$ cat src/hw/cf_params.svh
/* control-flow resolver widths and buffer sizing
   shared by every stage of the pipeline */

`ifndef CF_PARAMS_SVH
`define CF_PARAMS_SVH

// data and address width, one rv32 word
`define CF_XLEN 32

// operation buffer between decoder and judge
`define CF_FIFO_DEPTH 4

// pointer width, log2 of the depth
`define CF_DEPTH_W 2

`endif

$ cat src/hw/cf_pkg.sv
/* control-flow resolver types
   base opcodes and the decoded operation set */

`default_nettype none

package cf_pkg;

    // rv32 base opcodes handled here, everything else decodes to none
    typedef enum logic [6:0] {
        OPC_BRANCH = 7'b1100011,
        OPC_JAL    = 7'b1101111,
        OPC_JALR   = 7'b1100111,
        OPC_LUI    = 7'b0110111,
        OPC_AUIPC  = 7'b0010111
    } rv_opcode_e;

    // decoded operation, carried decoder -> fifo -> judge
    typedef enum logic [3:0] {
        OP_NONE,
        OP_BEQ,
        OP_BNE,
        OP_BLT,
        OP_BGE,
        OP_BLTU,
        OP_BGEU,
        OP_JAL,
        OP_JALR,
        OP_LUI,
        OP_AUIPC
    } cf_op_e;

endpackage

`default_nettype wire

$ cat src/hw/cf_decoder.sv
/* cf_decoder: classifies control-flow instructions, extracts the
   matching immediate and holds the result in a one-entry output register */

`timescale 1ns/10ps
`default_nettype none
`include "cf_params.svh"

module cf_decoder
    import cf_pkg::*;
(
    input  wire                 clk,
    input  wire                 rst_n_i,
    // instruction stream in
    input  wire                 in_valid_i,
    output logic                in_ready_o,
    input  wire  [`CF_XLEN-1:0] in_pc_i,
    input  wire  [`CF_XLEN-1:0] in_inst_i,
    input  wire  [`CF_XLEN-1:0] in_rs1_i,
    input  wire  [`CF_XLEN-1:0] in_rs2_i,
    // decoded stream out
    output logic                dec_valid_o,
    input  wire                 dec_ready_i,
    output cf_op_e              dec_op_o,
    output logic [`CF_XLEN-1:0] dec_pc_o,
    output logic [`CF_XLEN-1:0] dec_imm_o,
    output logic [`CF_XLEN-1:0] dec_rs1_o,
    output logic [`CF_XLEN-1:0] dec_rs2_o
);

    rv_opcode_e          opcode;
    logic [2:0]          funct3;
    cf_op_e              op_nxt;
    logic [`CF_XLEN-1:0] imm_b, imm_j, imm_i, imm_u;
    logic [`CF_XLEN-1:0] imm_nxt;
    logic                in_fire;

    assign opcode = rv_opcode_e'(in_inst_i[6:0]);
    assign funct3 = in_inst_i[14:12];

    // sign-extended immediates, all formats in parallel
    assign imm_b = {{(`CF_XLEN-12){in_inst_i[31]}}, in_inst_i[7], in_inst_i[30:25],
                    in_inst_i[11:8], 1'b0};
    assign imm_j = {{(`CF_XLEN-20){in_inst_i[31]}}, in_inst_i[19:12], in_inst_i[20],
                    in_inst_i[30:21], 1'b0};
    assign imm_i = {{(`CF_XLEN-11){in_inst_i[31]}}, in_inst_i[30:20]};   // jalr offset
    assign imm_u = {in_inst_i[31:12], 12'b0};                             // lui / auipc

    always_comb begin
        op_nxt = OP_NONE;
        case (opcode)
            OPC_BRANCH: begin
                case (funct3)
                    3'b000:  op_nxt = OP_BEQ;
                    3'b001:  op_nxt = OP_BNE;
                    3'b100:  op_nxt = OP_BLT;
                    3'b101:  op_nxt = OP_BGE;
                    3'b110:  op_nxt = OP_BLTU;
                    3'b111:  op_nxt = OP_BGEU;
                    default: op_nxt = OP_NONE;   // 010 / 011 reserved
                endcase
            end
            OPC_JAL:   op_nxt = OP_JAL;
            OPC_JALR:  op_nxt = OP_JALR;
            OPC_LUI:   op_nxt = OP_LUI;
            OPC_AUIPC: op_nxt = OP_AUIPC;
            default:   op_nxt = OP_NONE;        // alu, load, store ...
        endcase
    end

    // immediate follows the decoded format
    always_comb begin
        case (op_nxt)
            OP_BEQ, OP_BNE, OP_BLT, OP_BGE, OP_BLTU, OP_BGEU: imm_nxt = imm_b;
            OP_JAL:             imm_nxt = imm_j;
            OP_JALR:            imm_nxt = imm_i;
            OP_LUI, OP_AUIPC:   imm_nxt = imm_u;
            default:            imm_nxt = '0;
        endcase
    end

    // free slot, or the held word leaves this cycle
    assign in_ready_o = !dec_valid_o || dec_ready_i;
    assign in_fire    = in_valid_i && in_ready_o;

    always_ff @(posedge clk or negedge rst_n_i) begin
        if (!rst_n_i) begin
            dec_valid_o <= 1'b0;
        end else if (in_fire) begin
            dec_valid_o <= 1'b1;
        end else if (dec_ready_i) begin
            dec_valid_o <= 1'b0;   // drained
        end
    end

    always_ff @(posedge clk) begin
        if (in_fire) begin
            dec_op_o  <= op_nxt;
            dec_pc_o  <= in_pc_i;
            dec_imm_o <= imm_nxt;
            dec_rs1_o <= in_rs1_i;
            dec_rs2_o <= in_rs2_i;
        end
    end

endmodule

`default_nettype wire

$ cat src/hw/cf_op_fifo.sv
/* cf_op_fifo: in-order circular buffer for decoded operations,
   registered output, no fall-through */

`timescale 1ns/10ps
`default_nettype none
`include "cf_params.svh"

module cf_op_fifo
    import cf_pkg::*;
#(
    parameter int DEPTH = `CF_FIFO_DEPTH   // power of two, matches CF_DEPTH_W
) (
    input  wire                 clk,
    input  wire                 rst_n_i,
    input  wire                 wr_valid_i,
    output logic                wr_ready_o,
    input  cf_op_e              wr_op_i,
    input  wire  [`CF_XLEN-1:0] wr_pc_i,
    input  wire  [`CF_XLEN-1:0] wr_imm_i,
    input  wire  [`CF_XLEN-1:0] wr_rs1_i,
    input  wire  [`CF_XLEN-1:0] wr_rs2_i,
    output logic                rd_valid_o,
    input  wire                 rd_ready_i,
    output cf_op_e              rd_op_o,
    output logic [`CF_XLEN-1:0] rd_pc_o,
    output logic [`CF_XLEN-1:0] rd_imm_o,
    output logic [`CF_XLEN-1:0] rd_rs1_o,
    output logic [`CF_XLEN-1:0] rd_rs2_o
);

    localparam int OP_W   = $bits(cf_op_e);
    localparam int WORD_W = OP_W + 4*`CF_XLEN;       // op, pc, imm, rs1, rs2
    localparam logic [`CF_DEPTH_W:0] FULL_CNT = DEPTH[`CF_DEPTH_W:0];

    logic [WORD_W-1:0]     mem [DEPTH];
    logic [WORD_W-1:0]     wr_word, rd_word;
    logic [`CF_DEPTH_W-1:0] wr_ptr, rd_ptr;          // wrap naturally
    logic [`CF_DEPTH_W:0]   count;
    logic                  full, empty, wr_fire, rd_fire;

    assign full    = (count == FULL_CNT);
    assign empty   = (count == '0);
    assign wr_fire = wr_valid_i && !full;
    assign rd_fire = rd_ready_i && !empty;

    assign wr_ready_o = !full;    // no read-through when full
    assign rd_valid_o = !empty;

    assign wr_word  = {wr_op_i, wr_pc_i, wr_imm_i, wr_rs1_i, wr_rs2_i};
    assign rd_word  = mem[rd_ptr];
    assign rd_op_o  = cf_op_e'(rd_word[WORD_W-1 -: OP_W]);
    assign rd_pc_o  = rd_word[4*`CF_XLEN-1 -: `CF_XLEN];
    assign rd_imm_o = rd_word[3*`CF_XLEN-1 -: `CF_XLEN];
    assign rd_rs1_o = rd_word[2*`CF_XLEN-1 -: `CF_XLEN];
    assign rd_rs2_o = rd_word[`CF_XLEN-1:0];

    always_ff @(posedge clk) begin
        if (wr_fire) begin
            mem[wr_ptr] <= wr_word;
        end
    end

    always_ff @(posedge clk or negedge rst_n_i) begin
        if (!rst_n_i) begin
            wr_ptr <= '0;
            rd_ptr <= '0;
            count  <= '0;
        end else begin
            if (wr_fire) wr_ptr <= wr_ptr + 1'b1;
            if (rd_fire) rd_ptr <= rd_ptr + 1'b1;
            case ({wr_fire, rd_fire})
                2'b10:   count <= count + 1'b1;
                2'b01:   count <= count - 1'b1;
                default: count <= count;   // idle or push+pop
            endcase
        end
    end

endmodule

`default_nettype wire

$ cat src/hw/cf_judge.sv
/* cf_judge: resolves branch conditions, computes next pc and
   write-back value, one output register */

`timescale 1ns/10ps
`default_nettype none
`include "cf_params.svh"

module cf_judge
    import cf_pkg::*;
(
    input  wire                 clk,
    input  wire                 rst_n_i,
    // decoded operation in
    input  wire                 op_valid_i,
    output logic                op_ready_o,
    input  cf_op_e              op_i,
    input  wire  [`CF_XLEN-1:0] pc_i,
    input  wire  [`CF_XLEN-1:0] imm_i,
    input  wire  [`CF_XLEN-1:0] rs1_i,
    input  wire  [`CF_XLEN-1:0] rs2_i,
    // resolved result out
    output logic                out_valid_o,
    input  wire                 out_ready_i,
    output logic [`CF_XLEN-1:0] out_pc_o,
    output logic                out_redirect_o,
    output logic [`CF_XLEN-1:0] out_next_pc_o,
    output logic                out_wb_en_o,
    output logic [`CF_XLEN-1:0] out_wb_data_o
);

    localparam logic [`CF_XLEN-1:0] INST_BYTES = 4;

    logic                eq, lt_s, lt_u, taken;
    logic [`CF_XLEN-1:0] seq_pc, target, jalr_sum;
    logic                redirect_nxt, wb_en_nxt;
    logic [`CF_XLEN-1:0] next_pc_nxt, wb_data_nxt;
    logic                op_fire;

    // operand compare
    assign eq   = (rs1_i == rs2_i);
    assign lt_s = ($signed(rs1_i) < $signed(rs2_i));
    assign lt_u = (rs1_i < rs2_i);

    assign seq_pc   = pc_i + INST_BYTES;
    assign target   = pc_i + imm_i;   // branch, jal and auipc share it
    assign jalr_sum = rs1_i + imm_i;

    always_comb begin
        case (op_i)
            OP_BEQ:  taken = eq;
            OP_BNE:  taken = !eq;
            OP_BLT:  taken = lt_s;
            OP_BGE:  taken = !lt_s;
            OP_BLTU: taken = lt_u;
            OP_BGEU: taken = !lt_u;
            default: taken = 1'b0;
        endcase
    end

    always_comb begin
        // branch / none defaults
        redirect_nxt = taken;
        next_pc_nxt  = taken ? target : seq_pc;
        wb_en_nxt    = 1'b0;
        wb_data_nxt  = '0;
        case (op_i)
            OP_JAL: begin
                redirect_nxt = 1'b1;
                next_pc_nxt  = target;
                wb_en_nxt    = 1'b1;
                wb_data_nxt  = seq_pc;   // link
            end
            OP_JALR: begin
                redirect_nxt = 1'b1;
                next_pc_nxt  = {jalr_sum[`CF_XLEN-1:1], 1'b0};   // lsb cleared
                wb_en_nxt    = 1'b1;
                wb_data_nxt  = seq_pc;
            end
            OP_LUI: begin
                wb_en_nxt   = 1'b1;
                wb_data_nxt = imm_i;
            end
            OP_AUIPC: begin
                wb_en_nxt   = 1'b1;
                wb_data_nxt = target;
            end
            default: ;
        endcase
    end

    assign op_ready_o = !out_valid_o || out_ready_i;
    assign op_fire    = op_valid_i && op_ready_o;

    always_ff @(posedge clk or negedge rst_n_i) begin
        if (!rst_n_i) begin
            out_valid_o <= 1'b0;
        end else if (op_fire) begin
            out_valid_o <= 1'b1;
        end else if (out_ready_i) begin
            out_valid_o <= 1'b0;
        end
    end

    always_ff @(posedge clk) begin
        if (op_fire) begin
            out_pc_o       <= pc_i;
            out_redirect_o <= redirect_nxt;
            out_next_pc_o  <= next_pc_nxt;
            out_wb_en_o    <= wb_en_nxt;
            out_wb_data_o  <= wb_data_nxt;
        end
    end

endmodule

`default_nettype wire

$ cat src/hw/cf_resolver_top.sv
/* cf_resolver_top: decoder, operation FIFO and judge in a chain */

`timescale 1ns/10ps
`default_nettype none
`include "cf_params.svh"

module cf_resolver_top
    import cf_pkg::*;
(
    input  wire                 clk,
    input  wire                 rst_n_i,
    input  wire                 in_valid_i,
    output logic                in_ready_o,
    input  wire  [`CF_XLEN-1:0] in_pc_i,
    input  wire  [`CF_XLEN-1:0] in_inst_i,
    input  wire  [`CF_XLEN-1:0] in_rs1_i,
    input  wire  [`CF_XLEN-1:0] in_rs2_i,
    output logic                out_valid_o,
    input  wire                 out_ready_i,
    output logic [`CF_XLEN-1:0] out_pc_o,
    output logic                out_redirect_o,
    output logic [`CF_XLEN-1:0] out_next_pc_o,
    output logic                out_wb_en_o,
    output logic [`CF_XLEN-1:0] out_wb_data_o
);

    // decoder -> fifo
    logic                dec_valid, dec_ready;
    cf_op_e              dec_op;
    logic [`CF_XLEN-1:0] dec_pc, dec_imm, dec_rs1, dec_rs2;
    // fifo -> judge
    logic                fifo_valid, fifo_ready;
    cf_op_e              fifo_op;
    logic [`CF_XLEN-1:0] fifo_pc, fifo_imm, fifo_rs1, fifo_rs2;

    cf_decoder u_decoder (
        .clk(clk), .rst_n_i(rst_n_i),
        .in_valid_i(in_valid_i), .in_ready_o(in_ready_o), .in_pc_i(in_pc_i),
        .in_inst_i(in_inst_i), .in_rs1_i(in_rs1_i), .in_rs2_i(in_rs2_i),
        .dec_valid_o(dec_valid), .dec_ready_i(dec_ready), .dec_op_o(dec_op),
        .dec_pc_o(dec_pc), .dec_imm_o(dec_imm), .dec_rs1_o(dec_rs1), .dec_rs2_o(dec_rs2)
    );

    cf_op_fifo #(.DEPTH(`CF_FIFO_DEPTH)) u_fifo (
        .clk(clk), .rst_n_i(rst_n_i),
        .wr_valid_i(dec_valid), .wr_ready_o(dec_ready), .wr_op_i(dec_op),
        .wr_pc_i(dec_pc), .wr_imm_i(dec_imm), .wr_rs1_i(dec_rs1), .wr_rs2_i(dec_rs2),
        .rd_valid_o(fifo_valid), .rd_ready_i(fifo_ready), .rd_op_o(fifo_op),
        .rd_pc_o(fifo_pc), .rd_imm_o(fifo_imm), .rd_rs1_o(fifo_rs1), .rd_rs2_o(fifo_rs2)
    );

    cf_judge u_judge (
        .clk(clk), .rst_n_i(rst_n_i),
        .op_valid_i(fifo_valid), .op_ready_o(fifo_ready), .op_i(fifo_op),
        .pc_i(fifo_pc), .imm_i(fifo_imm), .rs1_i(fifo_rs1), .rs2_i(fifo_rs2),
        .out_valid_o(out_valid_o), .out_ready_i(out_ready_i), .out_pc_o(out_pc_o),
        .out_redirect_o(out_redirect_o), .out_next_pc_o(out_next_pc_o),
        .out_wb_en_o(out_wb_en_o), .out_wb_data_o(out_wb_data_o)
    );

endmodule

`default_nettype wire

$ cat config.mk
export PLATFORM = sky130hd
export DESIGN_NAME = cf_resolver_top
export DESIGN_NICKNAME = d
export VERILOG_FILES = /design/src/hw/cf_pkg.sv /design/src/hw/cf_decoder.sv /design/src/hw/cf_op_fifo.sv /design/src/hw/cf_judge.sv /design/src/hw/cf_resolver_top.sv
export VERILOG_INCLUDE_DIRS = /design/src /design/src/hw
export SDC_FILE = /design/constraint.sdc
export NUM_CORES = 1
export LEC_CHECK = 0
export BUFFER_PORTS_ARGS = -buffer_cell sky130_fd_sc_hd__buf_4
export CAP_MARGIN = 20
export CORE_ASPECT_RATIO = 1.4
export CORE_MARGIN = 4
export CORE_UTILIZATION = 25
export CTS_CLUSTER_DIAMETER = 80
export DETAILED_ROUTE_END_ITERATION = 7
export GPL_ROUTABILITY_DRIVEN = 1
export GPL_TIMING_DRIVEN = 0
export SYNTH_ARGS = -nofsm -noshare
export SYNTH_HDL_FRONTEND = slang
export SYNTH_SLANG_ARGS = --single-unit
$ cat constraint.sdc
create_clock -name clk -period 14.5 [get_ports clk]
set_input_delay 1.45 -clock clk [delete_from_list [all_inputs] [get_ports clk]]
set_output_delay 1.45 -clock clk [all_outputs]
set_load 0.02 [all_outputs]
# [After elaboration in Yosys (flattened, before gate mapping)]
# Memory sizes are Yosys's and may differ from the RTL's.
# Index checks and enable logic that the tools add are counted.
[op_classes] n_mux=15 magnitude_cmp=2 add_sub_neg=7 eq_ne=35 reduce_logical=20
[ops] cell="one-hot mux 32 bit (4 select lines)" n=1
[ops] cell="one-hot mux 32 bit (3 select lines)" n=1
[ops] cell="adder 32 bit" n=2
[ops] cell="< comparator 32 bit" n=2
[ops] cell="one-hot mux 32 bit (2 select lines)" n=1
[ops] cell="adder 32 x 3 -> 32 bit, second input constant" n=1
[ops] cell="equality test 32 bit" n=1
[ops] cell="equality test 4 x 3 -> 1 bit, second input constant" n=8
[ops] cell="2-to-1 mux 32 bit" n=1
[ops] cell="equality test 4 bit, second input constant" n=6
[ops] cell="equality test 7 bit, second input constant" n=3
[ops] cell="one-hot mux 4 bit (5 select lines)" n=1
[ops] cell="one-hot mux 3 bit (6 select lines)" n=1
[ops] cell="equality test 4 x 2 -> 1 bit, second input constant" n=4
[ops] cell="equality test 3 bit, second input constant" n=5
[ops] cell="equality test 4 x 1 -> 1 bit, second input constant" n=2
[ops] cell="equality test 7 x 5 -> 1 bit, second input constant" n=1
[ops] cell="equality test 7 x 6 -> 1 bit, second input constant" n=1
[ops] cell="zero test 1 bit" n=7
[ops] cell="2-to-1 mux 1 bit" n=7
[ops] cell="zero test 3 bit" n=2
[ops] cell="one-hot mux 1 bit (6 select lines)" n=1
[ops] cell="one-hot mux 3 bit (2 select lines)" n=1
[ops] cell="OR reduction 6 bit" n=1
[ops] cell="other kinds (12)" n=18
[word_totals] register_bits=239 output_inout_bits=100 memories=1 ramBits=528
[memory_table] name="u_fifo.mem" words=4 width=132 read_ports=1 rd_ports_with_merged_regs=0 wr=1 line_no="cf_op_fifo.sv:35" text="logic [WORD_W-1:0] mem [DEPTH];"

# [Depth between registers and ports, before layout]
# Gate-level depths: netlist of the first run.
[logic_depth] ltp_word=6 mapped_depth=21

# [Hierarchy]
# A second synthesis of the first run with hierarchy kept.
[hier_totals] hier_cells=1837 hier_area_um2=32543.7
[by_module_without_submodules] mod="cf_op_fifo" area_each_um2=19464.9 cells_each=727 n_inst=1
[by_module_without_submodules] mod="cf_judge" area_each_um2=8572.0 cells_each=905 n_inst=1
[by_module_without_submodules] mod="cf_decoder" area_each_um2=4506.8 cells_each=205 n_inst=1

# [Worst setup path before layout of the first run]
# No wires, ideal clock.
[synth_timing] kind="in2reg" startpoint="in out_ready_i" endpoint="reg u_fifo.count[2]" setup_slack_ns=6.494 arrival_ns=7.927 setup_ns=0.079 cell_stages=8 cell_sequence="inv_1 > a21oi_1 > ha_1 > inv_1 > fa_1 > xor2_1 > nor2_1 > xor2_1"
[synth_via] elab_chain_cells=4 elab_cells_between_ends=6
[synth_lines] item="from (decl)" line_no="cf_resolver_top.sv:19" text="input wire out_ready_i,"
[synth_lines] item="logical OR 1 bit *" line_no="cf_judge.sv:91" text="assign op_ready_o = !out_valid_o || out_ready_i;"
[synth_lines] item="logical AND 1 bit *" line_no="cf_op_fifo.sv:44" text="assign rd_fire = rd_ready_i && !empty;"
[synth_lines] item="named net u_fifo.rd_fire" line_no="cf_op_fifo.sv:39" text="logic full, empty, wr_fire, rd_fire;"
[synth_lines] item="equality test 2 x 1 -> 1 bit or equality test 2 bit (tied branches)" line_no="cf_op_fifo.sv:71" text="case ({wr_fire, rd_fire})"
[synth_lines] item="one-hot mux 3 bit (2 select lines) or nonzero test 2 bit (tied branches)"
[synth_lines] item="to (signal assigned)" line_no="cf_op_fifo.sv:72" text="2'b10: count <= count + 1'b1;"
[synth_lines] item="to (signal assigned)" line_no="cf_op_fifo.sv:73" text="2'b01: count <= count - 1'b1;"
[synth_lines] item="to (signal assigned)" line_no="cf_op_fifo.sv:74" text="default: count <= count;"
[synth_lines] item="to (decl)" line_no="cf_op_fifo.sv:38" text="logic [`CF_DEPTH_W:0] count;"
# Mark *: on every way through the listed nets, which the timed path passes. The rest lies on a longest branch.
# A chain may end at the register's enable or synchronous reset.

# [Final worst setup path of the first run]
[layout_timing] startpoint="reg u_fifo.rd_ptr[1]" endpoint="reg u_judge.out_next_pc_o[26] (data pin)"
[layout_via] elab_chain_cells=6 elab_cells_between_ends=21
[layout_lines] item="from (decl)" line_no="cf_op_fifo.sv:37" text="logic [`CF_DEPTH_W-1:0] wr_ptr, rd_ptr;"
[layout_lines] item="from (signal assigned)" line_no="cf_op_fifo.sv:70" text="if (rd_fire) rd_ptr <= rd_ptr + 1'b1;"
[layout_lines] item="memory read (4 x 132 bit) *"
[layout_lines] item="< comparator 32 bit (tied with other cells)" line_no="cf_judge.sv:42" text="assign lt_u = (rs1_i < rs2_i);"
[layout_lines] item="zero test 1 bit (on tied branches)" line_no="cf_judge.sv:55, cf_judge.sv:51, cf_judge.sv:53"
[layout_lines] item="one-hot mux 1 bit (6 select lines)" line_no="cf_judge.sv:49" text="case (op_i)"
[layout_lines] item="2-to-1 mux 32 bit" line_no="cf_judge.sv:63" text="next_pc_nxt = taken ? target : seq_pc;"
[layout_lines] item="one-hot mux 32 bit (2 select lines) *" line_no="cf_judge.sv:66" text="case (op_i)"
[layout_lines] item="named net u_judge.next_pc_nxt[26]" line_no="cf_judge.sv:36" text="logic [`CF_XLEN-1:0] next_pc_nxt, wb_data_nxt;"
[layout_lines] item="to (signal assigned)" line_no="cf_judge.sv:108" text="out_next_pc_o <= next_pc_nxt;"
[layout_lines] item="to (decl)" line_no="cf_judge.sv:26" text="output logic [`CF_XLEN-1:0] out_next_pc_o,"
# Marks and branches as above.

==> results of run 1 <==
-- stage by stage --
stage | cell area (um^2) | std cells | utilization [%] | setup WS (ps)
detailed placement | 36830 | 3824 | 28.51 | 6609
global placement | 36410 | 3808 | 28.18 | 3080
global route | 39440 | 3969 | 30.52 | 6299
CTS | 39440 | 3969 | 30.52 | 6545
floorplan | 32500 | 1839 | - | 6494
finish | 39450 | 3975 | 30.53 | 6715
-- critical path: stages, from the launching register on --
cell and delay, ps:
dfrtp_1 330, buf_2 260, buf_4 270, buf_4 270, buf_4 280, buf_2 370
buf_1 650, clkbuf_1 580, mux4_2 500, ha_1 360, nand4_1 200, nor4_1 660
o21ai_0 190, a41oi_1 660, nor4_1 150, nor3_2 280, o21ai_1 170, nor2_2 370
inv_2 240, buf_2 310, o221ai_1 370
-- kinds of logic after synthesis --
| group | Yosys count |
|---|---|
| AO/OA/AOI/OAI | 317 |
| XOR/XNOR | 86 |
| adder cells (fa/ha/maj) | 102 |
| buffers and inverters | 118 |
| flip-flops | 767 |
| multiplexers | 140 |
| AND/OR/NAND/NOR | 309 |
-- registers in the layout, indices dropped and copies added (netlist names) --
register                flops
u_judge.out_wb_en_o         1
u_decoder.dec_rs2_o        32
u_judge.out_wb_data_o      32
u_judge.out_pc_o           32
u_fifo.wr_ptr               2
u_fifo.count                3
u_fifo.mem                528
u_decoder.dec_rs1_o        32
u_judge.out_next_pc_o      32
u_judge.out_redirect_o      1
u_decoder.dec_valid_o       1
u_judge.out_valid_o         1
u_decoder.dec_op_o          4
u_decoder.dec_imm_o        32
u_decoder.dec_pc_o         32
u_fifo.rd_ptr               2
-- how the worst min path moves through the flow --
stage                                 start            endpoint  slack, ps  cells past startpoint
CTS                  u_decoder.dec_pc_o[25]  u_fifo.mem[0][121]        470                      0
floorplan            u_decoder.dec_rs2_o[0]    u_fifo.mem[0][0]        460                      0
global placement    u_decoder.dec_rs1_o[11]   u_fifo.mem[3][43]        470                      0
detailed placement   u_decoder.dec_pc_o[31]  u_fifo.mem[1][127]        480                      0
global route         u_decoder.dec_pc_o[25]  u_fifo.mem[0][121]        480                      0
finish               u_decoder.dec_pc_o[25]  u_fifo.mem[0][121]        480                      0
-- synthesized netlist by cell type (5+ instances only) --
master and count:
nand2_1 82, ha_1 99, buf_2 16, a22oi_1 17, a211oi_1 11, nand4_1 12
or3_1 7, dfrtp_1 9, nand2b_1 15, nor2b_1 18, and2_1 14, a31oi_1 6
mux2i_1 8, inv_1 62, o21bai_1 10, a22o_1 6, or2_2 6, xnor2_1 44
o221ai_1 27, o21ai_1 6, o31ai_1 6, nor4_1 5, a21o_1 50, edfxtp_1 758
o21a_1 8, clkbuf_1 24, and3_1 14, mux4_2 132, nor3_1 8, nor3b_1 5
xor2_1 41, o211ai_1 7, o21ai_0 48, a221o_1 15, nand3_1 22, nor2_1 64
buf_1 6, and3_4 5, a21oi_1 70
-- metal layers --
metal	vias to the layer above	wire length, um
met5	-	48
met4	8	2405
met3	119	4908
met2	503	43860
met1	9161	38160
li1	8072	-
-- cell type report --
cell class	count	share of cell area, %
Clock buffer	100	5.319
Inverter	63	0.5994
Sequential cell	767	58.27
Buffer	55	0.7612
Antenna cell	6	0.03806
Clock inverter	45	1.275
Tap cell	1738	5.512
Timing Repair Buffer	247	5.417
Multi-Input combinational cell	954	22.81
==> run_results.csv, run 1 <==
group,metric,value,unit
global_route,antenna_found_initial,10,
detailed_routing,ant_nets,0,
critical_path,crit_path_end_kind,"register",
detailed_routing,routed-via-count,17860,
detailed_routing,drt_iter0_drc,1323,
floorplanning,die_w,312.7,um
logic_synthesis,synth_compound_area_share,6.738,%
floorplanning,ios,232,
logic_synthesis,synth_nets,2073,
floorplanning,die_y,434.6,um
critical_path,arrival,8210,ps
layout,drive_gt1_share,25.24,%
place,dp_hpwl,66840,um
sta,finalCritPeriodShare,53.69,%
logic_synthesis,synth_area_leaders,"edfxtp_1, mux4_2, ha_1",
layout,final_common_cell,"edfxtp_1",
detailed_routing,first_pass_iters,6,
floorplanning,initial_core_util,25.15,%
sta,slew_viol_final,0,
global_route,use_met2,21.91,%
clock_tree,path_clk_slew,60,ps
layout,seq_area,0.02299,mm^2
logic_synthesis,synth-seq-cells,767,
global_route,overflow,0,
clock_tree,postCtsSetupRepairBufs,0,
global_route,grt_start_max_net_pins,58,
clock_tree,clockBufferDepth,3,
clock_tree,hold_buffers,0,
logic_synthesis,ys_types,83,
clock_tree,cts_tree,"built",
floorplanning,rows,156,
critical_path,start_kind,"register",
global_route,first_global_vias,18160,
logic_synthesis,synth_top_family_by_area,"multiplexers",
layout,multi_input_area,0.008999,mm^2
floorplanning,coreArea,0.1292,mm^2
floorplanning,die-area,0.1359,mm^2
logic_synthesis,syn_avg_cell_area,17.67,um^2
sta,max_freq,128.4,MHz
layout,area_growth,21.39,%
detailed_routing,drc,0,
critical_path,reg2reg_from,"u_fifo.rd_ptr[1]",
logic_synthesis,synth_edf_count,758,
sta,finalSetupViolCount,0,
sta,finalCriticalPeriod,7785,ps
sta,timing_hold_violations_final,0,
logic_synthesis,syn_inst,1839,
global_route,use_met1,16.86,%
sta,skew,55.65,ps
logic_synthesis,synthAdderAreaFrac,3.996,%
clock_tree,cts_sinks,767,
critical_path,critPathRequiredTime,14920,ps
layout,layout_common_cells,"edfxtp_1, buf_4, mux4_2",
status,run_status,"finished, final reports clean",
layout,fin_nets,2402,
sta,fin_tns_setup,0,ps
clock_tree,clkLatencyLatePin,680,ps
detailed_routing,wl_per_cell,22.49,um
global_route,grt_use_met3,2.526,%
critical_path,reg2regPathDepth,20,
detailed_routing,routed_via_density,4.494,
critical_path,r2r_slack,6710,ps
clock_tree,cts_resized,0,
sta,rsz0062_at_grt,"no",
logic_synthesis,synth_xor_xnor_area_share,2.341,%
critical_path,crit_start,"u_fifo.rd_ptr[1]",
global_route,busiest_layer,"met2",
clock_tree,clockRootBuffer,"clkbuf_16",
logic_synthesis,yosys.area.top_type_share,70.04,%
run,drv_cap,0,
logic_synthesis,synth_ff_type,"edfxtp_1",
clock_tree,cts_buffers,80,
logic_synthesis,synthMuxAreaShare,9.394,%
sta,max-slew-margin-rel,41.90,%
logic_synthesis,yosys.area.top_type,"edfxtp_1",
critical_path,worstPathMaxFanout,10,
min_path,hold_path_class,"reg2reg",
sta,finalHoldWorstSlack,480.5,ps
place,gp_congestion,0.8516,
critical_path,r2r-end,"u_judge.out_next_pc_o[26]",
critical_path,crit_type,"reg2reg",
logic_synthesis,yosys.area_share.simple,5.147,%
logic_synthesis,synth-warning-count,0,
critical_path,crit_end,"u_judge.out_next_pc_o[26]",
global_route,track_usage,12.99,%
layout,nFillCells,12810,
global_route,grt_pass1_wl,128000,um
logic_synthesis,netlist_area,0.03250,mm^2
place,io_buffer_count,231,
sta,tightest_slew,871.5,ps
logic_synthesis,synth-seq-area-share,70.73,%
detailed_routing,wirelength,89380,um
logic_synthesis,ys_async_sr_fraction,1.173,%
clock_tree,h-tree-depth,3,
Power of run 1 is not shown: default switching activity piles up to over one toggle a cycle in this logic, so the estimate is an artifact.
==> run 2, diff against run 1 <==
- clock period: 14.5 -> 6.3 ns (I/O delays scaled with it)
==> run 2 against run 1 <==
Setup slack worse by 6400 ps. Critical path depth unchanged. Sequential share of layout area down 0.17 points. Final cell count about the same. Design area up 0.30%. Via count up 0.17%. Die area unchanged. Register-to-register slack worse by 6400 ps. First-iteration DRC count up 12%. Flip-flop and latch count unchanged. Critical endpoint is now u_judge.out_next_pc_o[7]. Largest cell class unchanged. Highest routed layer unchanged.
==> run_results.csv, run 2 (synthesized netlist as in run 1, its figures left out) <==
group,metric,value,unit
clock_tree,cts_tree,"built",
global_route,grt_start_max_net_pins,56,
sta,finalCriticalPeriod,5974,ps
floorplanning,initial_core_util,25.15,%
clock_tree,clockRootBuffer,"clkbuf_16",
critical_path,slowest_stage,"mux4_2",
clock_tree,path_clk_slew,60,ps
global_route,grt_pass1_wl,127700,um
global_route,use_met1,16.92,%
place,io_buffer_count,231,
place,dp_slack,-1421,ps
critical_path,reg2reg_from,"u_fifo.rd_ptr[0]",
detailed_routing,drc,0,
clock_tree,h-tree-depth,3,
clock_tree,cts_buffers,80,
critical_path,reg2regPathDepth,20,
run,drv_cap,0,
layout,postLayoutCoreUtil,30.62,%
global_route,use_met2,21.35,%
global_route,first_global_vias,18450,
sta,max-slew-margin-rel,29.80,%
clock_tree,clockBufferDepth,3,
detailed_routing,routed-via-count,17890,
sta,rsz0062_at_grt,"yes",
critical_path,crit_chain,"buf_6 -> buf_12 -> buf_12 -> buf_8 -> buf_4 -> buf_4 -> buf_4 -> mux4_2 -> ha_1 -> and3_1 -> a221o_1 -> a221oi_2 -> o211ai_1 -> buf_4 -> nor4_2 -> nor3_4 -> o21ai_2 -> buf_2 -> nor3_1 -> a221o_1",
global_route,overflow,0,
critical_path,crit_type,"reg2reg",
layout,final_common_cell,"edfxtp_1",
critical_path,crit_start,"u_fifo.rd_ptr[0]",
min_path,hold_path_class,"in2reg",
detailed_routing,drt_iter0_drc,1481,
sta,max_freq,167.4,MHz
critical_path,worstPathMaxFanout,10,
floorplanning,die_y,434.6,um
layout,nFillCells,12810,
detailed_routing,routed_via_density,4.500,
global_route,grt_use_met3,2.597,%
layout,layout_common_cells,"edfxtp_1, buf_4, mux4_2",
critical_path,start_kind,"register",
critical_path,slowest_delay,630,ps
critical_path,critPathRequiredTime,6700,ps
sta,skew,60.18,ps
detailed_routing,wirelength,88760,um
detailed_routing,ant_nets,0,
layout,largest_register_ff_count,528,
floorplanning,rows,156,
floorplanning,ios,232,
floorplanning,die-area,0.1359,mm^2
detailed_routing,first_pass_iters,5,
global_route,antenna_found_initial,8,
sta,finalSetupViolCount,0,
critical_path,crit_end,"u_judge.out_next_pc_o[7]",
layout,fin_cells,3976,
place,dpl_cell_area,0.03681,mm^2
clock_tree,clkLatencyLatePin,690,ps
clock_tree,cts_sinks,767,
sta,tightest_slew,1042,ps
layout,postLayoutCellArea,0.03957,mm^2
layout,largest-register,"u_fifo.mem",
critical_path,crit_path_end_kind,"register",
global_route,busiest_layer,"met2",
layout,fin_nets,2402,
critical_path,r2r-end,"u_judge.out_next_pc_o[7]",
detailed_routing,wl_per_cell,22.32,um
place,dp_hpwl,65730,um
status,run_status,"finished, final reports clean",
place,gp_congestion,0.8692,
global_route,track_usage,12.93,%
sta,slew_viol_final,0,
place,dpl.cell_count,3823,
sta,timing_hold_violations_final,0,
sta,finalCritPeriodShare,94.83,%
critical_path,arrival,6370,ps
layout,drive_gt1_share,26.11,%
floorplanning,coreArea,0.1292,mm^2
floorplanning,die_w,312.7,um
critical_path,crit_top_cell,"buf_4",
critical_path,r2r_slack,330,ps
layout,area_growth,21.75,%
sta,layout_setup_ws,325.9,ps
==> run 2: per-stage QoR <==
stage,TNS (ps),hold WS [ps]
detailed placement,-36150,480.5
CTS,0,65.40
finish,0,123.0
global placement,-729550,470.0
floorplan,0,334.4
global route,-3.747,91.21
==> run 2: routing by layer <==
layer,vias up,share of wire (%)
met1,9071,43
met2,600,48
met4,6,3.2
met3,135,6.0
met5,-,0.048
li1,8081,-
==> run 2: repair_timing <==
| item | in CTS | in global routing |
|---|---|---|
| buffers inserted | 1 | 0 |
| gates resized for setup | 26 | 14 |
| endpoints found under the hold margin | 9 | 0 |
| hold buffers | 1 | 0 |
| pin swaps | 1 | 0 |
| setup endpoints to repair | 36 | 28 |
==> run 2: worst min-delay path by stage <==
| stage | start | end | depth (start not counted) |
|---|---|---|---|
| 4_1_cts | in_pc_i[17] | u_decoder.dec_pc_o[17] | 1 |
| 5_1_grt | in_rs2_i[17] | u_decoder.dec_rs2_o[17] | 1 |
| 3_5_place_dp | u_decoder.dec_pc_o[0] | u_fifo.mem[0][96] | 0 |
| 3_3_place_gp | u_decoder.dec_pc_o[8] | u_fifo.mem[1][104] | 0 |
| 6_report | in_rs2_i[18] | u_decoder.dec_rs2_o[18] | 1 |
| 2_1_floorplan | rst_n_i | u_decoder.dec_valid_o | 0 |
==> run 2: area by class of cell <==
cell class / count / area (um^2) / area share [%]
inverter: 63 / 239.0 / 0.6040
timing repair buffer: 248 / 2127 / 5.376
tap: 1738 / 2175 / 5.496
buffer: 54 / 341.6 / 0.8633
antenna: 5 / 12.51 / 0.03162
clock buffer: 94 / 2054 / 5.192
sequential: 767 / 22990 / 58.10
multi-input combinational: 954 / 9064 / 22.91
clock inverter: 53 / 568.0 / 1.436
==> run 2: worst max-delay path, delay by kind of cell, from the launching register on <==
| kind | cells | cell delay, ps |
|---|---|---|
| mux | 1 | 630 |
| compound gates | 5 | 1450 |
| flops | 1 | 340 |
| buf+inv | 9 | 2160 |
| fa+ha+maj | 1 | 330 |
| simple gates | 4 | 730 |
Power of run 2 is left out for the same reason.
